--- src/include/rv_defs.svh ---
/*
 * RV32I core constants: data width, reset PC, major opcodes
 * and the word count of the memory behind the APB port
 */
`ifndef RV_DEFS_SVH
`define RV_DEFS_SVH

`define RV_XLEN      32
`define RV_RESET_PC  32'h0000_0000

// Words of memory on the APB side
`define RV_MEM_WORDS 1024

// Major opcodes, instruction bits 6:0
`define RV_OP_LUI    7'b0110111
`define RV_OP_AUIPC  7'b0010111
`define RV_OP_JAL    7'b1101111
`define RV_OP_JALR   7'b1100111
`define RV_OP_BRANCH 7'b1100011
`define RV_OP_LOAD   7'b0000011
`define RV_OP_STORE  7'b0100011
`define RV_OP_IMM    7'b0010011
`define RV_OP_REG    7'b0110011

`endif

--- src/hw/rv_pkg.sv ---
/*
 * RV32I core types: instruction word formats and ALU operations
 */
package rv_pkg;

  // One 32-bit instruction word seen through each base format
  typedef union packed {
    struct packed {
      logic [6:0] funct7;
      logic [4:0] rs2;
      logic [4:0] rs1;
      logic [2:0] funct3;
      logic [4:0] rd;
      logic [6:0] opcode;
    } r;
    struct packed {
      logic [11:0] imm12;
      logic [4:0]  rs1;
      logic [2:0]  funct3;
      logic [4:0]  rd;
      logic [6:0]  opcode;
    } i;
    struct packed {
      logic [6:0] imm_hi;
      logic [4:0] rs2;
      logic [4:0] rs1;
      logic [2:0] funct3;
      logic [4:0] imm_lo;
      logic [6:0] opcode;
    } s;
    struct packed {
      logic       imm12;
      logic [5:0] imm10_5;
      logic [4:0] rs2;
      logic [4:0] rs1;
      logic [2:0] funct3;
      logic [3:0] imm4_1;
      logic       imm11;
      logic [6:0] opcode;
    } b;
    struct packed {
      logic [19:0] imm31_12;
      logic [4:0]  rd;
      logic [6:0]  opcode;
    } u;
    struct packed {
      logic       imm20;
      logic [9:0] imm10_1;
      logic       imm11;
      logic [7:0] imm19_12;
      logic [4:0] rd;
      logic [6:0] opcode;
    } j;
  } instr_u;

  typedef enum logic [3:0] {
    ALU_ADD  = 4'd0,
    ALU_SUB  = 4'd1,
    ALU_SLL  = 4'd2,
    ALU_SLT  = 4'd3,
    ALU_SLTU = 4'd4,
    ALU_XOR  = 4'd5,
    ALU_SRL  = 4'd6,
    ALU_SRA  = 4'd7,
    ALU_OR   = 4'd8,
    ALU_AND  = 4'd9
  } alu_op_e;

endpackage

--- src/hw/alu.sv ---
/*
 * RV32I ALU: add, sub, shifts, set-less-than and logic ops,
 * with zero and signed/unsigned less-than flags for branches
 */
`timescale 1ns/1ps
`include "rv_defs.svh"

module alu (
  input  logic [`RV_XLEN-1:0] a,
  input  logic [`RV_XLEN-1:0] b,
  input  rv_pkg::alu_op_e     op,
  output logic [`RV_XLEN-1:0] y,
  output logic                zero,
  output logic                lt,
  output logic                ltu
);

  logic [4:0] shamt;

  // Only the low five bits shift on RV32
  assign shamt = b[4:0];

  // Comparisons straight from the operands
  assign lt  = $signed(a) < $signed(b);
  assign ltu = a < b;

  always_comb begin
    case (op)
      rv_pkg::ALU_ADD: begin
        y = a + b;
      end
      rv_pkg::ALU_SUB: begin
        y = a - b;
      end
      rv_pkg::ALU_SLL: begin
        y = a << shamt;
      end
      rv_pkg::ALU_SLT: begin
        y = {{(`RV_XLEN-1){1'b0}}, lt};
      end
      rv_pkg::ALU_SLTU: begin
        y = {{(`RV_XLEN-1){1'b0}}, ltu};
      end
      rv_pkg::ALU_XOR: begin
        y = a ^ b;
      end
      rv_pkg::ALU_SRL: begin
        y = a >> shamt;
      end
      rv_pkg::ALU_SRA: begin
        y = $unsigned($signed(a) >>> shamt);
      end
      rv_pkg::ALU_OR: begin
        y = a | b;
      end
      rv_pkg::ALU_AND: begin
        y = a & b;
      end
      default: begin
        y = a + b;
      end
    endcase
  end

  // Equal operands give zero on sub, used by BEQ and BNE
  assign zero = (y == '0);

endmodule

--- src/hw/control_unit.sv ---
/*
 * RV32I multicycle control: fetch/decode/execute/memory/writeback FSM,
 * instruction decode and APB master sequencing
 */
`timescale 1ns/1ps
`include "rv_defs.svh"

module control_unit (
  input  logic            clock,
  input  logic            reset,
  input  rv_pkg::instr_u  ir,
  input  logic            zero,
  input  logic            lt,
  input  logic            ltu,
  input  logic            pready,
  output logic            psel,
  output logic            penable,
  output logic            pwrite,
  output logic [1:0]      alu_a_sel,
  output logic            alu_b_sel,
  output rv_pkg::alu_op_e alu_op,
  output logic            pc_sel,
  output logic            pc_target_reg,
  output logic [1:0]      wb_sel,
  output logic            addr_sel,
  output logic            pc_en,
  output logic            ir_en,
  output logic            reg_wr_en,
  output logic            mdr_en
);

  localparam logic [2:0] FETCH_SETUP  = 3'd0;
  localparam logic [2:0] FETCH_ACCESS = 3'd1;
  localparam logic [2:0] DECODE       = 3'd2;
  localparam logic [2:0] EXECUTE      = 3'd3;
  localparam logic [2:0] MEM_SETUP    = 3'd4;
  localparam logic [2:0] MEM_ACCESS   = 3'd5;
  localparam logic [2:0] WRITEBACK    = 3'd6;

  logic [2:0] state;
  logic [2:0] next_state;
  logic [6:0] opcode;
  logic       is_load;
  logic       is_store;
  logic       taken;

  assign opcode   = ir.r.opcode;
  assign is_load  = (opcode == `RV_OP_LOAD);
  assign is_store = (opcode == `RV_OP_STORE);

  // Flags come from rs1 - rs2
  always_comb begin
    case (ir.b.funct3)
      3'b000:  taken = zero;
      3'b001:  taken = !zero;
      3'b100:  taken = lt;
      3'b101:  taken = !lt;
      3'b110:  taken = ltu;
      3'b111:  taken = !ltu;
      default: taken = 1'b0;
    endcase
  end

  // Datapath selects depend on the IR only and hold for the whole instruction
  always_comb begin
    alu_op = rv_pkg::ALU_ADD;
    if (opcode == `RV_OP_BRANCH) begin
      alu_op = rv_pkg::ALU_SUB;
    end else if (opcode == `RV_OP_REG || opcode == `RV_OP_IMM) begin
      case (ir.r.funct3)
        3'b000: begin
          alu_op = (opcode == `RV_OP_REG && ir.r.funct7[5]) ? rv_pkg::ALU_SUB
                                                            : rv_pkg::ALU_ADD;
        end
        3'b001:  alu_op = rv_pkg::ALU_SLL;
        3'b010:  alu_op = rv_pkg::ALU_SLT;
        3'b011:  alu_op = rv_pkg::ALU_SLTU;
        3'b100:  alu_op = rv_pkg::ALU_XOR;
        3'b101:  alu_op = ir.r.funct7[5] ? rv_pkg::ALU_SRA : rv_pkg::ALU_SRL;
        3'b110:  alu_op = rv_pkg::ALU_OR;
        default: alu_op = rv_pkg::ALU_AND;
      endcase
    end
  end

  assign alu_a_sel = (opcode == `RV_OP_LUI)   ? 2'd2 :
                     (opcode == `RV_OP_AUIPC) ? 2'd1 : 2'd0;
  assign alu_b_sel = !(opcode == `RV_OP_REG || opcode == `RV_OP_BRANCH);
  assign wb_sel    = is_load ? 2'd1 :
                     (opcode == `RV_OP_JAL || opcode == `RV_OP_JALR) ? 2'd2 : 2'd0;
  assign pc_target_reg = (opcode == `RV_OP_JALR);

  // Reset parks in EXECUTE with a cleared IR, which falls straight into fetch
  always_ff @(posedge clock) begin
    if (reset) begin
      state <= EXECUTE;
    end else begin
      state <= next_state;
    end
  end

  always_comb begin
    next_state = state;
    psel       = 1'b0;
    penable    = 1'b0;
    pwrite     = 1'b0;
    addr_sel   = 1'b0;
    pc_sel     = 1'b0;
    pc_en      = 1'b0;
    ir_en      = 1'b0;
    reg_wr_en  = 1'b0;
    mdr_en     = 1'b0;
    case (state)
      FETCH_SETUP: begin
        psel       = 1'b1;
        next_state = FETCH_ACCESS;
      end
      FETCH_ACCESS: begin
        psel    = 1'b1;
        penable = 1'b1;
        if (pready) begin
          ir_en      = 1'b1;
          pc_en      = 1'b1;
          next_state = DECODE;
        end
      end
      DECODE: begin
        next_state = EXECUTE;
      end
      EXECUTE: begin
        pc_sel = 1'b1;
        case (opcode)
          `RV_OP_BRANCH: begin
            pc_en      = taken;
            next_state = FETCH_SETUP;
          end
          `RV_OP_JAL, `RV_OP_JALR: begin
            pc_en      = 1'b1;
            next_state = WRITEBACK;
          end
          `RV_OP_LOAD, `RV_OP_STORE: begin
            next_state = MEM_SETUP;
          end
          `RV_OP_LUI, `RV_OP_AUIPC, `RV_OP_IMM, `RV_OP_REG: begin
            next_state = WRITEBACK;
          end
          default: begin
            next_state = FETCH_SETUP;
          end
        endcase
      end
      MEM_SETUP: begin
        psel       = 1'b1;
        addr_sel   = 1'b1;
        pwrite     = is_store;
        next_state = MEM_ACCESS;
      end
      MEM_ACCESS: begin
        psel     = 1'b1;
        penable  = 1'b1;
        addr_sel = 1'b1;
        pwrite   = is_store;
        if (pready) begin
          mdr_en     = is_load;
          next_state = is_load ? WRITEBACK : FETCH_SETUP;
        end
      end
      WRITEBACK: begin
        reg_wr_en  = 1'b1;
        next_state = FETCH_SETUP;
      end
      default: begin
        next_state = FETCH_SETUP;
      end
    endcase
  end

endmodule

--- src/hw/dataflow.sv ---
/*
 * RV32I multicycle datapath: PC, IR, register file, immediates, ALU,
 * PC adders and the APB address and write data
 */
`timescale 1ns/1ps
`include "rv_defs.svh"

module dataflow (
  input  logic                clock,
  input  logic                reset,
  input  logic [`RV_XLEN-1:0] prdata,
  output logic [`RV_XLEN-1:0] paddr,
  output logic [`RV_XLEN-1:0] pwdata,
  input  logic [1:0]          alu_a_sel,
  input  logic                alu_b_sel,
  input  rv_pkg::alu_op_e     alu_op,
  input  logic                pc_sel,
  input  logic                pc_target_reg,
  input  logic [1:0]          wb_sel,
  input  logic                addr_sel,
  input  logic                pc_en,
  input  logic                ir_en,
  input  logic                mdr_en,
  input  logic                reg_wr_en,
  output rv_pkg::instr_u      ir,
  output logic                zero,
  output logic                lt,
  output logic                ltu
);

  rv_pkg::instr_u      ir_q;
  logic [`RV_XLEN-1:0] pc_q;
  // Address of the instruction in flight, PC moves on at fetch end
  logic [`RV_XLEN-1:0] pc_old_q;
  logic [`RV_XLEN-1:0] link_q;
  logic [`RV_XLEN-1:0] mdr_q;
  logic [`RV_XLEN-1:0] alu_q;
  logic [4:0]          rs1_addr;
  logic [`RV_XLEN-1:0] rs1_data;
  logic [`RV_XLEN-1:0] rs2_data;
  logic [`RV_XLEN-1:0] wb_data;
  logic [`RV_XLEN-1:0] imm;
  logic [`RV_XLEN-1:0] alu_a;
  logic [`RV_XLEN-1:0] alu_b;
  logic [`RV_XLEN-1:0] alu_y;
  logic [`RV_XLEN-1:0] pc_plus_4;
  logic [`RV_XLEN-1:0] target_base;
  logic [`RV_XLEN-1:0] target_sum;
  logic [`RV_XLEN-1:0] pc_target;

  // LUI reads x0 so rs1 + imm gives the upper immediate
  assign rs1_addr = ir_q.r.rs1 & {5{ir_q.r.opcode != `RV_OP_LUI}};

  register_file u_register_file (
    .clock   (clock),
    .reset   (reset),
    .wr_en   (reg_wr_en),
    .rs1_addr(rs1_addr),
    .rs2_addr(ir_q.r.rs2),
    .rd_addr (ir_q.r.rd),
    .rd_data (wb_data),
    .rs1_data(rs1_data),
    .rs2_data(rs2_data)
  );

  imm_extender u_imm_extender (
    .ir (ir_q),
    .imm(imm)
  );

  // Operand A: 0 rs1, 1 instruction address, 2 zero
  always_comb begin
    case (alu_a_sel)
      2'd0:    alu_a = rs1_data;
      2'd1:    alu_a = pc_old_q;
      default: alu_a = '0;
    endcase
  end

  assign alu_b = alu_b_sel ? imm : rs2_data;

  alu u_alu (
    .a   (alu_a),
    .b   (alu_b),
    .op  (alu_op),
    .y   (alu_y),
    .zero(zero),
    .lt  (lt),
    .ltu (ltu)
  );

  // Jump and branch target, JALR drops bit 0
  assign target_base = pc_target_reg ? rs1_data : pc_old_q;
  assign target_sum  = target_base + imm;
  assign pc_target   = {target_sum[`RV_XLEN-1:1], target_sum[0] & ~pc_target_reg};
  assign pc_plus_4   = pc_q + `RV_XLEN'd4;

  always_ff @(posedge clock) begin
    if (reset) begin
      pc_q <= `RV_RESET_PC;
      ir_q <= '0;
    end else begin
      if (pc_en) begin
        pc_q <= pc_sel ? pc_target : pc_plus_4;
      end
      if (ir_en) begin
        ir_q <= prdata;
      end
    end
  end

  always_ff @(posedge clock) begin
    if (ir_en) begin
      pc_old_q <= pc_q;
      link_q   <= pc_plus_4;
    end
    if (mdr_en) begin
      mdr_q <= prdata;
    end
    // Operands hold after EXECUTE, so this stays valid through MEM and WB
    alu_q <= alu_y;
  end

  // Writeback: 0 ALU, 1 load data, 2 link
  always_comb begin
    case (wb_sel)
      2'd0:    wb_data = alu_q;
      2'd1:    wb_data = mdr_q;
      default: wb_data = link_q;
    endcase
  end

  assign paddr  = addr_sel ? alu_q : pc_q;
  assign pwdata = rs2_data;
  assign ir     = ir_q;

endmodule

--- src/hw/imm_extender.sv ---
/*
 * Immediate extender: picks the I, S, B, U or J immediate by opcode
 * and sign-extends it to the data width
 */
`timescale 1ns/1ps
`include "rv_defs.svh"

module imm_extender (
  input  rv_pkg::instr_u      ir,
  output logic [`RV_XLEN-1:0] imm
);

  always_comb begin
    case (ir.r.opcode)
      `RV_OP_IMM, `RV_OP_LOAD, `RV_OP_JALR: begin
        imm = {{20{ir.i.imm12[11]}}, ir.i.imm12};
      end
      `RV_OP_STORE: begin
        imm = {{20{ir.s.imm_hi[6]}}, ir.s.imm_hi, ir.s.imm_lo};
      end
      // Branch offsets are in halfwords, bit 0 always zero
      `RV_OP_BRANCH: begin
        imm = {{20{ir.b.imm12}}, ir.b.imm11, ir.b.imm10_5, ir.b.imm4_1, 1'b0};
      end
      `RV_OP_LUI, `RV_OP_AUIPC: begin
        imm = {ir.u.imm31_12, 12'h000};
      end
      `RV_OP_JAL: begin
        imm = {{12{ir.j.imm20}}, ir.j.imm19_12, ir.j.imm11, ir.j.imm10_1, 1'b0};
      end
      default: begin
        imm = '0;
      end
    endcase
  end

endmodule

--- src/hw/register_file.sv ---
/*
 * Integer register file, 32 x 32 bits, x0 reads as zero
 */
`timescale 1ns/1ps
`include "rv_defs.svh"

module register_file (
  input  logic                clock,
  input  logic                reset,
  input  logic                wr_en,
  input  logic [4:0]          rs1_addr,
  input  logic [4:0]          rs2_addr,
  input  logic [4:0]          rd_addr,
  input  logic [`RV_XLEN-1:0] rd_data,
  output logic [`RV_XLEN-1:0] rs1_data,
  output logic [`RV_XLEN-1:0] rs2_data
);

  logic [`RV_XLEN-1:0] regs [0:31];

  always_ff @(posedge clock) begin
    if (reset) begin
      for (int n = 0; n < 32; n++) begin
        regs[n] <= '0;
      end
    end else if (wr_en && rd_addr != 5'd0) begin
      regs[rd_addr] <= rd_data;
    end
  end

  // Reads are combinational; writeback never shares a cycle with a read
  assign rs1_data = (rs1_addr == 5'd0) ? '0 : regs[rs1_addr];
  assign rs2_data = (rs2_addr == 5'd0) ? '0 : regs[rs2_addr];

endmodule

--- src/hw/rv_core.sv ---
/*
 * RV32I multicycle core top: control unit and datapath on one APB master port
 */
`timescale 1ns/1ps
`include "rv_defs.svh"

module rv_core (
  input  logic                clock,
  input  logic                reset,
  output logic [`RV_XLEN-1:0] paddr,
  output logic                psel,
  output logic                penable,
  output logic                pwrite,
  output logic [`RV_XLEN-1:0] pwdata,
  input  logic [`RV_XLEN-1:0] prdata,
  input  logic                pready
);

  rv_pkg::instr_u  ir;
  rv_pkg::alu_op_e alu_op;
  logic [1:0]      alu_a_sel;
  logic            alu_b_sel;
  logic            pc_sel;
  logic            pc_target_reg;
  logic [1:0]      wb_sel;
  logic            addr_sel;
  logic            pc_en;
  logic            ir_en;
  logic            reg_wr_en;
  logic            mdr_en;
  logic            zero;
  logic            lt;
  logic            ltu;

  control_unit u_control_unit (
    .clock        (clock),
    .reset        (reset),
    .ir           (ir),
    .zero         (zero),
    .lt           (lt),
    .ltu          (ltu),
    .pready       (pready),
    .psel         (psel),
    .penable      (penable),
    .pwrite       (pwrite),
    .alu_a_sel    (alu_a_sel),
    .alu_b_sel    (alu_b_sel),
    .alu_op       (alu_op),
    .pc_sel       (pc_sel),
    .pc_target_reg(pc_target_reg),
    .wb_sel       (wb_sel),
    .addr_sel     (addr_sel),
    .pc_en        (pc_en),
    .ir_en        (ir_en),
    .reg_wr_en    (reg_wr_en),
    .mdr_en       (mdr_en)
  );

  dataflow u_dataflow (
    .clock        (clock),
    .reset        (reset),
    .prdata       (prdata),
    .paddr        (paddr),
    .pwdata       (pwdata),
    .alu_a_sel    (alu_a_sel),
    .alu_b_sel    (alu_b_sel),
    .alu_op       (alu_op),
    .pc_sel       (pc_sel),
    .pc_target_reg(pc_target_reg),
    .wb_sel       (wb_sel),
    .addr_sel     (addr_sel),
    .pc_en        (pc_en),
    .ir_en        (ir_en),
    .mdr_en       (mdr_en),
    .reg_wr_en    (reg_wr_en),
    .ir           (ir),
    .zero         (zero),
    .lt           (lt),
    .ltu          (ltu)
  );

endmodule

--- config.mk ---
export PLATFORM = sky130hd
export DESIGN_NAME = rv_core
export DESIGN_NICKNAME = d
export VERILOG_FILES = /design/src/hw/rv_pkg.sv /design/src/hw/alu.sv /design/src/hw/control_unit.sv /design/src/hw/dataflow.sv /design/src/hw/imm_extender.sv /design/src/hw/register_file.sv /design/src/hw/rv_core.sv
export VERILOG_INCLUDE_DIRS = /design/src /design/src/include
export SDC_FILE = /design/constraint.sdc
export NUM_CORES = 2
export LEC_CHECK = 0
export BUFFER_PORTS_ARGS = -buffer_cell sky130_fd_sc_hd__clkbuf_2
export CORE_ASPECT_RATIO = 1.75
export CORE_UTILIZATION = 30
export DETAILED_ROUTE_END_ITERATION = 10
export GPL_TIMING_DRIVEN = 0
export PLACE_DENSITY = 0.54
export SLEW_MARGIN = 20
export SYNTH_ARGS = -nofsm -noshare
export SYNTH_HDL_FRONTEND = slang
export SYNTH_HIERARCHICAL = 1
export SYNTH_SLANG_ARGS = --single-unit
--- constraint.sdc ---
create_clock -name clock -period 18.6 [get_ports clock]
set_clock_uncertainty 0.2 [all_clocks]
set_input_delay 3.72 -clock clock [delete_from_list [all_inputs] [get_ports clock]]
set_output_delay 3.72 -clock clock [all_outputs]
set_load 0.01 [all_outputs]
# Word-level counts from Yosys, hierarchy flattened
# Memory sizes are Yosys's and may differ from the RTL's. A register that Yosys moved wholly into a read port is not among the register bits.
# Index checks and enable logic that the tools add are counted.
[op_classes]
n_addsub = 4
n_lt_le_gt_ge = 2
eq_ne = 36
n_shift = 3
n_mux = 47
n_bitwise = 6
reduce_logical = 26
[ops]
columns = ["operator", "n"]
rows = [
  ["32-bit one-hot mux with 9 select lines", 1],
  ["32-bit 2-to-1 mux", 7],
  ["32-bit one-hot mux with 5 select lines", 1],
  ["32-bit one-hot mux with 2 select lines", 2],
  ["32-bit adder", 2],
  ["32-bit < comparator", 2],
  ["32-bit by 3-bit adder with 32-bit output (second input constant)", 1],
  ["32-bit AND", 1],
  ["32-bit logical NOT", 1],
  ["32-bit OR", 1],
  ["32-bit OR reduction", 1],
  ["32-bit by 5-bit << shifter with 32-bit output", 1],
  ["32-bit by 5-bit right shift with 32-bit output", 1],
  ["32-bit by 5-bit >>> shifter with 32-bit output", 1],
  ["32-bit subtractor", 1],
  ["32-bit XOR", 1],
  ["4-bit one-hot mux with 7 select lines", 1],
  ["3-bit == test (second input constant)", 7],
  ["7-bit by 6-bit == test with 1-bit output (second input constant)", 3],
  ["7-bit == test (second input constant)", 3],
  ["1-bit 2-to-1 mux", 19],
  ["3-bit one-hot mux with 6 select lines", 1],
  ["4-bit by 3-bit == test with 1-bit output (second input constant)", 4],
  ["5-bit 2-to-1 mux", 3],
  ["other kinds (31)", 58],
]
[totals]
ff_bits = 195
mem_bits_rw = 1024
inputBits = 35
output_inout_bits = 67
elab_cells = 132
mem_count = 1
[mem_list]
columns = ["memory", "depth", "word_bits", "read_ports", "rd_ports_with_merged_regs", "write_ports", "line_no", "text"]
rows = [
  ["u_dataflow.u_register_file.regs", 32, 32, 2, 1, 32, "register_file.sv:19", "logic [`RV_XLEN-1:0] regs [0:31];"],
]

# Logic depth before layout (Yosys ltp)
[logic_depth]
word_depth = 13
mapped_depth = 40
depth_no_buf = 32

# Cells and area by module
# The synthesis kept the hierarchy.
[modules_own_cells]
columns = ["mod", "instances", "cells_each", "area_per_inst_um2", "seq_area_each_um2"]
rows = [
  ["register_file", 1, 3502, 54253.3, 30749.5],
  ["dataflow", 1, 1047, 10786.6, 4744.6],
  ["alu", 1, 1402, 9656.8, 0.0],
  ["imm_extender", 1, 76, 553.0, 0.0],
  ["control_unit", 1, 72, 484.2, 60.1],
]

# Least setup slack after synthesis
# No wires, ideal clock.
[synth_timing]
kind = "reg2reg"
from = "register u_dataflow.ir_q (netlist bit u_dataflow/ir[20])"
to = "register u_dataflow.pc_q[29]"
setup_time_ns = 0.059
arrival_time_ns = 8.956
t_required_ns = 18.341
path_slack_ns = 9.386
path_stages_with_launch = 35
path_buffers = 9
synth_period_minus_slack_ns = 9.214
cell_sequence = "dfxtp_1 > buf_2 > buf_6 > buf_6 > buf_6 > mux4_2 > a2111oi_0 > nor3_1 > mux2_2 > clkbuf_1 > inv_2 > clkbuf_1 > clkbuf_1 > ha_1 > clkbuf_1 > nor3_1 > nor3_1 > a221oi_1 > a31oi_1 > or4_4 > a2111o_1 > or4_1 > or4_1 > or4b_1 > or4_1 > nor4_2 > mux2i_1 > xor2_1 > o22a_1 > o21ai_0 > clkbuf_1 > nand2_1 > or4b_2 > o32a_1 > nand2_1"
[synth_between]
elab_chain_len = 10
word_cells_on_any_way = 24
cone_classes = "add/sub (3); order compare (2); shift (3); mux (8); bitwise (3); reduce/logical (5)"
[synth_rtl]
columns = ["element", "line_no", "text"]
rows = [
  ["from (decl)", "dataflow.sv:31", "rv_pkg::instr_u ir_q;"],
  ["from (signal assigned)", "dataflow.sv:107", "ir_q <= prdata;"],
  ["5-bit logical NOT *", "register_file.sv:33", "assign rs2_data = (rs2_addr == 5'd0) ? '0 : regs[rs2_addr];"],
  ["32-bit 2-to-1 mux *", "register_file.sv:33", ""],
  ["net pwdata[3]", "rv_core.sv:14", "output logic [`RV_XLEN-1:0] pwdata,"],
  ["32-bit 2-to-1 mux *", "dataflow.sv:80", "assign alu_b = alu_b_sel ? imm : rs2_data;"],
  ["net u_dataflow.alu_b[3]", "dataflow.sv:44", "logic [`RV_XLEN-1:0] alu_b;"],
  ["32-bit adder (tied with other cells)", "alu.sv:30, alu.sv:60", ""],
  ["32-bit one-hot mux with 9 select lines *", "alu.sv:28", "case (op)"],
  ["net u_dataflow.alu_y[4]", "dataflow.sv:45", "logic [`RV_XLEN-1:0] alu_y;"],
  ["32-bit logical NOT *", "alu.sv:66", "assign zero = (y == '0);"],
  ["net zero", "rv_core.sv:31", "logic zero;"],
  ["1-bit logical NOT", "control_unit.sv:55", "3'b001: taken = !zero;"],
  ["1-bit one-hot mux with 6 select lines *", "control_unit.sv:53", "case (ir.b.funct3)"],
  ["1-bit one-hot mux with 2 select lines *", "control_unit.sv:132", "case (opcode)"],
  ["1-bit one-hot mux with 2 select lines *", "control_unit.sv:113", "case (state)"],
  ["net pc_en", "rv_core.sv:27", "logic pc_en;"],
  ["to (signal assigned)", "dataflow.sv:100", "pc_q <= `RV_RESET_PC;"],
  ["to (signal assigned)", "dataflow.sv:104", "pc_q <= pc_sel ? pc_target : pc_plus_4;"],
  ["to (decl)", "dataflow.sv:32", "logic [`RV_XLEN-1:0] pc_q;"],
]
# The timed path passes the listed nets; every way through them passes the cells marked *.
# A chain may end at the register's enable or synchronous reset.

# Worst setup path after layout
[layout_timing]
from = "register u_dataflow.ir_q (netlist bit u_dataflow/ir[21])"
to = "register u_dataflow.pc_q[29]"
[layout_between]
elab_chain_len = 10
word_cells_on_any_way = 24
cone_classes = "add/sub (3); order compare (2); shift (3); mux (8); bitwise (3); reduce/logical (5)"
[layout_rtl]
columns = ["element", "line_no"]
rows = [
  ["5-bit logical NOT *", "register_file.sv:33"],
  ["32-bit 2-to-1 mux *", "register_file.sv:33"],
  ["32-bit 2-to-1 mux *", "dataflow.sv:80"],
  ["net u_dataflow.alu_b[3]", "dataflow.sv:44"],
  ["32-bit adder (tied with other cells)", "alu.sv:30, alu.sv:60"],
  ["32-bit one-hot mux with 9 select lines *", "alu.sv:28"],
  ["net u_dataflow.alu_y[12]", "dataflow.sv:45"],
  ["32-bit logical NOT *", "alu.sv:66"],
  ["net zero", "rv_core.sv:31"],
  ["1-bit logical NOT", "control_unit.sv:55"],
  ["1-bit one-hot mux with 6 select lines *", "control_unit.sv:53"],
  ["1-bit one-hot mux with 2 select lines *", "control_unit.sv:132"],
  ["1-bit one-hot mux with 2 select lines *", "control_unit.sv:113"],
  ["net pc_en", "rv_core.sv:27"],
]
# Marked as above.

==> results.rst <==
.. list-table::
   :header-rows: 1

   * - Metric
     - Value
   * - Post-Synth Simple-Gate Area
     - between 10% and 20%
   * - Synth Area in Compound Gates
     - 9.33%
   * - Sequential area share after synthesis
     - 46.9%
   * - Worst slew margin relative to its limit
     - a little under an eighth
   * - Root buf cell
     - clkbuf_16
   * - Via count of the first global-routing pass
     - approximately 60000
   * - Top cell type's share of synthesized area
     - 44.3%
   * - Proportion of register bits with asynchronous set or reset after synthesis
     - 0%
   * - Skew-Pair Late Insertion Delay
     - around 760 ps
   * - Number of resized instances in the post-cts repair step
     - 0
   * - Number of nets with antenna violations after detailed routing
     - 0
   * - Initial antenna violation count
     - 34
   * - Standard cell core area
     - 251000 um2
   * - Cell leakage power
     - 28.8 nW
   * - Clock transition at the register clock pins on the worst setup and hold paths after CTS
     - around 70 ps
   * - Hold Buf Count CTS
     - 0
   * - Max FO, Critical Path
     - 11
   * - Power per Cell Area
     - about 84 nW/um2
   * - GRT Max-Usage Layer
     - met2
   * - Adder and majority cell fraction of the synthesized area
     - 2.21%
   * - Ratio of cells with drive above 1 in the final layout
     - about a fifth
   * - Mux cell area share after synthesis
     - a little over a fifth
   * - Tmin final
     - between 15000 and 20000 ps
   * - Total standard cell area after synthesis
     - roughly 76000 um2
   * - Die boundary height
     - approximately 670 um
   * - Maximum number of pins on one net before global-route repair
     - 33
   * - Fillcell total
     - roughly 25000
   * - Average size of a mapped cell
     - about 12 um2
   * - Max Clock Freq
     - 60.7 MHz
   * - Hold WC Path Type
     - flop to flop
   * - Vias
     - approximately 60000
   * - Buffers inserted by post-CTS timing repair
     - 0
   * - H-tree depth reported by CTS
     - 3
   * - Via-per-instance ratio
     - roughly 6.1
   * - Peak supply drop
     - about 0.083 mV
   * - NumNets Final
     - 6550
   * - Status
     - completed
   * - Maximum cell stage delay along the critical path
     - 850 ps
   * - Tightest Pin Transition
     - around 1300 ps
   * - Critical path type
     - flop to flop
   * - Number of synthesized register bits
     - 1217
   * - Yosys synthesis warning count
     - 6
   * - Most repeated library cell on the critical path
     - clkbuf_1
   * - Cell variety after synth
     - approximately 120
   * - Final instance area
     - around 85000 um2
   * - Num Clock Sinks
     - ~1200
   * - Number of design rule violations left after detail routing
     - 0
   * - Count of final hold-check violations
     - 0
   * - Post-DR wirelength/cell
     - 41.2 um
   * - First-pass iteration count of the detailed router
     - 6
   * - Final-report setup violation count
     - 0
   * - Post-layout power
     - 7.17 mW
   * - CP max-delay cell
     - clkbuf_1
   * - Biggest area consumer among synthesized cells
     - edfxtp_1
   * - Final HPWL DP
     - around 320 mm
   * - Most instantiated cells after synthesis
     - edfxtp_1, and2_1, mux4_2
   * - Total die area
     - 255000 um2
   * - Post-route fraction of the period consumed by the critical path
     - between 80 and 90%
   * - Wire length of the first global-routing pass
     - approximately 530 mm
   * - Data required time of the worst path
     - around 19000 ps
   * - Clock tree from TritonCTS
     - done
   * - Global route total overflow
     - 0
   * - Global placement routability congestion
     - 1.07
   * - EDFF count, synth
     - ~1100
   * - Setup repair after global routing missed its margin
     - false
   * - Count of input and output buffers
     - approximately 100
   * - Wire length reported by the detailed router
     - just over 400 mm
   * - Total negative slack for setup checks
     - 0 ps
   * - Number of max-cap violations
     - 0
   * - Cts bufs inserted
     - approximately 110
   * - Largest family of logic cells by synthesized area
     - multiplexers
   * - Dominant register cell in the synthesized netlist
     - edfxtp_1
   * - Arrival @ worst endpoint
     - between 15000 and 20000 ps
   * - Sort of element at the start of the critical path
     - flop
   * - Area share of xor/xnor cells in the synthesized design
     - 0.856%
   * - Top cells by area, synth
     - edfxtp_1, mux4_2, and2_1
   * - Syn-to-layout area delta
     - 12.7%
   * - Number of cells produced by synthesis
     - ~6100
   * - Cell area after placement
     - 81400 um2
   * - Met2 Resource Use GR
     - 54.8%
   * - Row cnt
     - 243
   * - Deepest clock path buffer count
     - 3
   * - Overall routing resource usage
     - between 30% and 40%
   * - Boundary Pins
     - around 100
   * - Detailed router's first-iteration violation count
     - about 6300
   * - Pins Over Slew Limit
     - 0
   * - Capturing element type of the critical path
     - flop
   * - Routing usage on met1
     - around 28%
   * - Cell with the most instances after synthesis
     - edfxtp_1
   * - Initial core utilization
     - a little under a third
   * - Met3 Resource Use GR
     - ~6.1%
   * - Die boundary width
     - between 300 and 400 um
metrics by stage:
step                      utilization, %  worst slack, ps  cells  hold slack, ps
after global routing                34.0             2570   9786             248
after global placement              32.1             1610   9538             212
after detailed placement            32.5             3010   9574             216
after floorplan                        -             9390   6130             203
after CTS                           34.0             2960   9779             232
final                               34.1             2140   9802             232
state kept, by name, indices dropped and copies added (netlist names):
| register | flops |
|---|---|
| u_control_unit/state | 3 |
| u_dataflow/alu_q | 32 |
| u_dataflow/ir | 32 |
| u_dataflow/link_q | 30 |
| u_dataflow/mdr_q | 32 |
| u_dataflow/pc_old_q | 32 |
| u_dataflow/pc_q | 32 |
| u_dataflow/u_register_file/regs | 1024 |
cells in the final DEF (no fill, tap or decap), types with 126 or more instances in the layout:
| master | instances |
|---|---|
| ha_1 | 129 |
| mux2i_1 | 319 |
| and2_1 | 1006 |
| nor2_1 | 250 |
| clkbuf_2 | 146 |
| mux2_2 | 149 |
| o21ai_0 | 143 |
| mux4_2 | 502 |
| clkbuf_1 | 357 |
| a21oi_1 | 126 |
| edfxtp_1 | 1118 |
| nand2_1 | 234 |
| o22ai_1 | 128 |
area by class of cell:
| type | instances | area (um2) | area share (%) |
|---|---|---|---|
| diodes | 17 | 42.5 | 0.0498 |
| plain buffers | 578 | 2740 | 3.21 |
| repair buffers | 143 | 980 | 1.15 |
| clock buffers | 121 | 2830 | 3.31 |
| multi-input cells | 4215 | 37700 | 44.1 |
| well taps | 3307 | 4140 | 4.85 |
| inverters | 120 | 450 | 0.528 |
| clock inverters | 84 | 948 | 1.11 |
| flip-flops and latches | 1217 | 35600 | 41.7 |
worst paths after layout:
path	slack [ps]	cells past startpoint	to	startpoint
worst min-delay path	230	0	u_dataflow/pc_old_q[17]	u_dataflow/pc_q[17]
worst max register to register	2140	33	u_dataflow/pc_q[29]	u_dataflow/ir[21]
worst max-delay path	2140	33	u_dataflow/pc_q[29]	u_dataflow/ir[21]
worst min register to register	230	0	u_dataflow/pc_old_q[17]	u_dataflow/pc_q[17]
worst max-delay path, delay by kind of cell, from the launching register on:
family | cells | cell delay, ps
AND/OR/NAND/NOR | 11 | 5520
buffers and inverters | 9 | 5160
AO/OA/AOI/OAI | 7 | 3090
multiplexers | 3 | 1130
flip-flops | 1 | 600
XOR/XNOR | 2 | 330
adder cells (fa/ha/maj) | 1 | 220
report_power, final:
| group | internal [mW] | switching (mW) | leakage [nW] | total [mW] |
|---|---|---|---|---|
| sequential | 3.09 | 0.0805 | 12.2 | 3.17 |
| combinational | 0.456 | 1.09 | 14.8 | 1.54 |
| clock | 1.32 | 1.14 | 1.81 | 2.46 |
| total | 4.86 | 2.31 | 28.8 | 7.17 |
per-layer routing:
metal,share of wire (%),up-vias
met1,29,30297
li1,-,23898
met4,14,14
met2,50,3928
met5,0.023,-
met3,6.8,1754
kinds of logic after synthesis:
family / Yosys count
AOI/OAI and AO/OA: 984
adders and majority gates: 132
buffers and inverters: 698
other: 1
and+or+nand+nor: 2017
DFF: 1217
muxes: 976
xor gates and xnor gates: 74
Power figures use the tool's default switching activity.
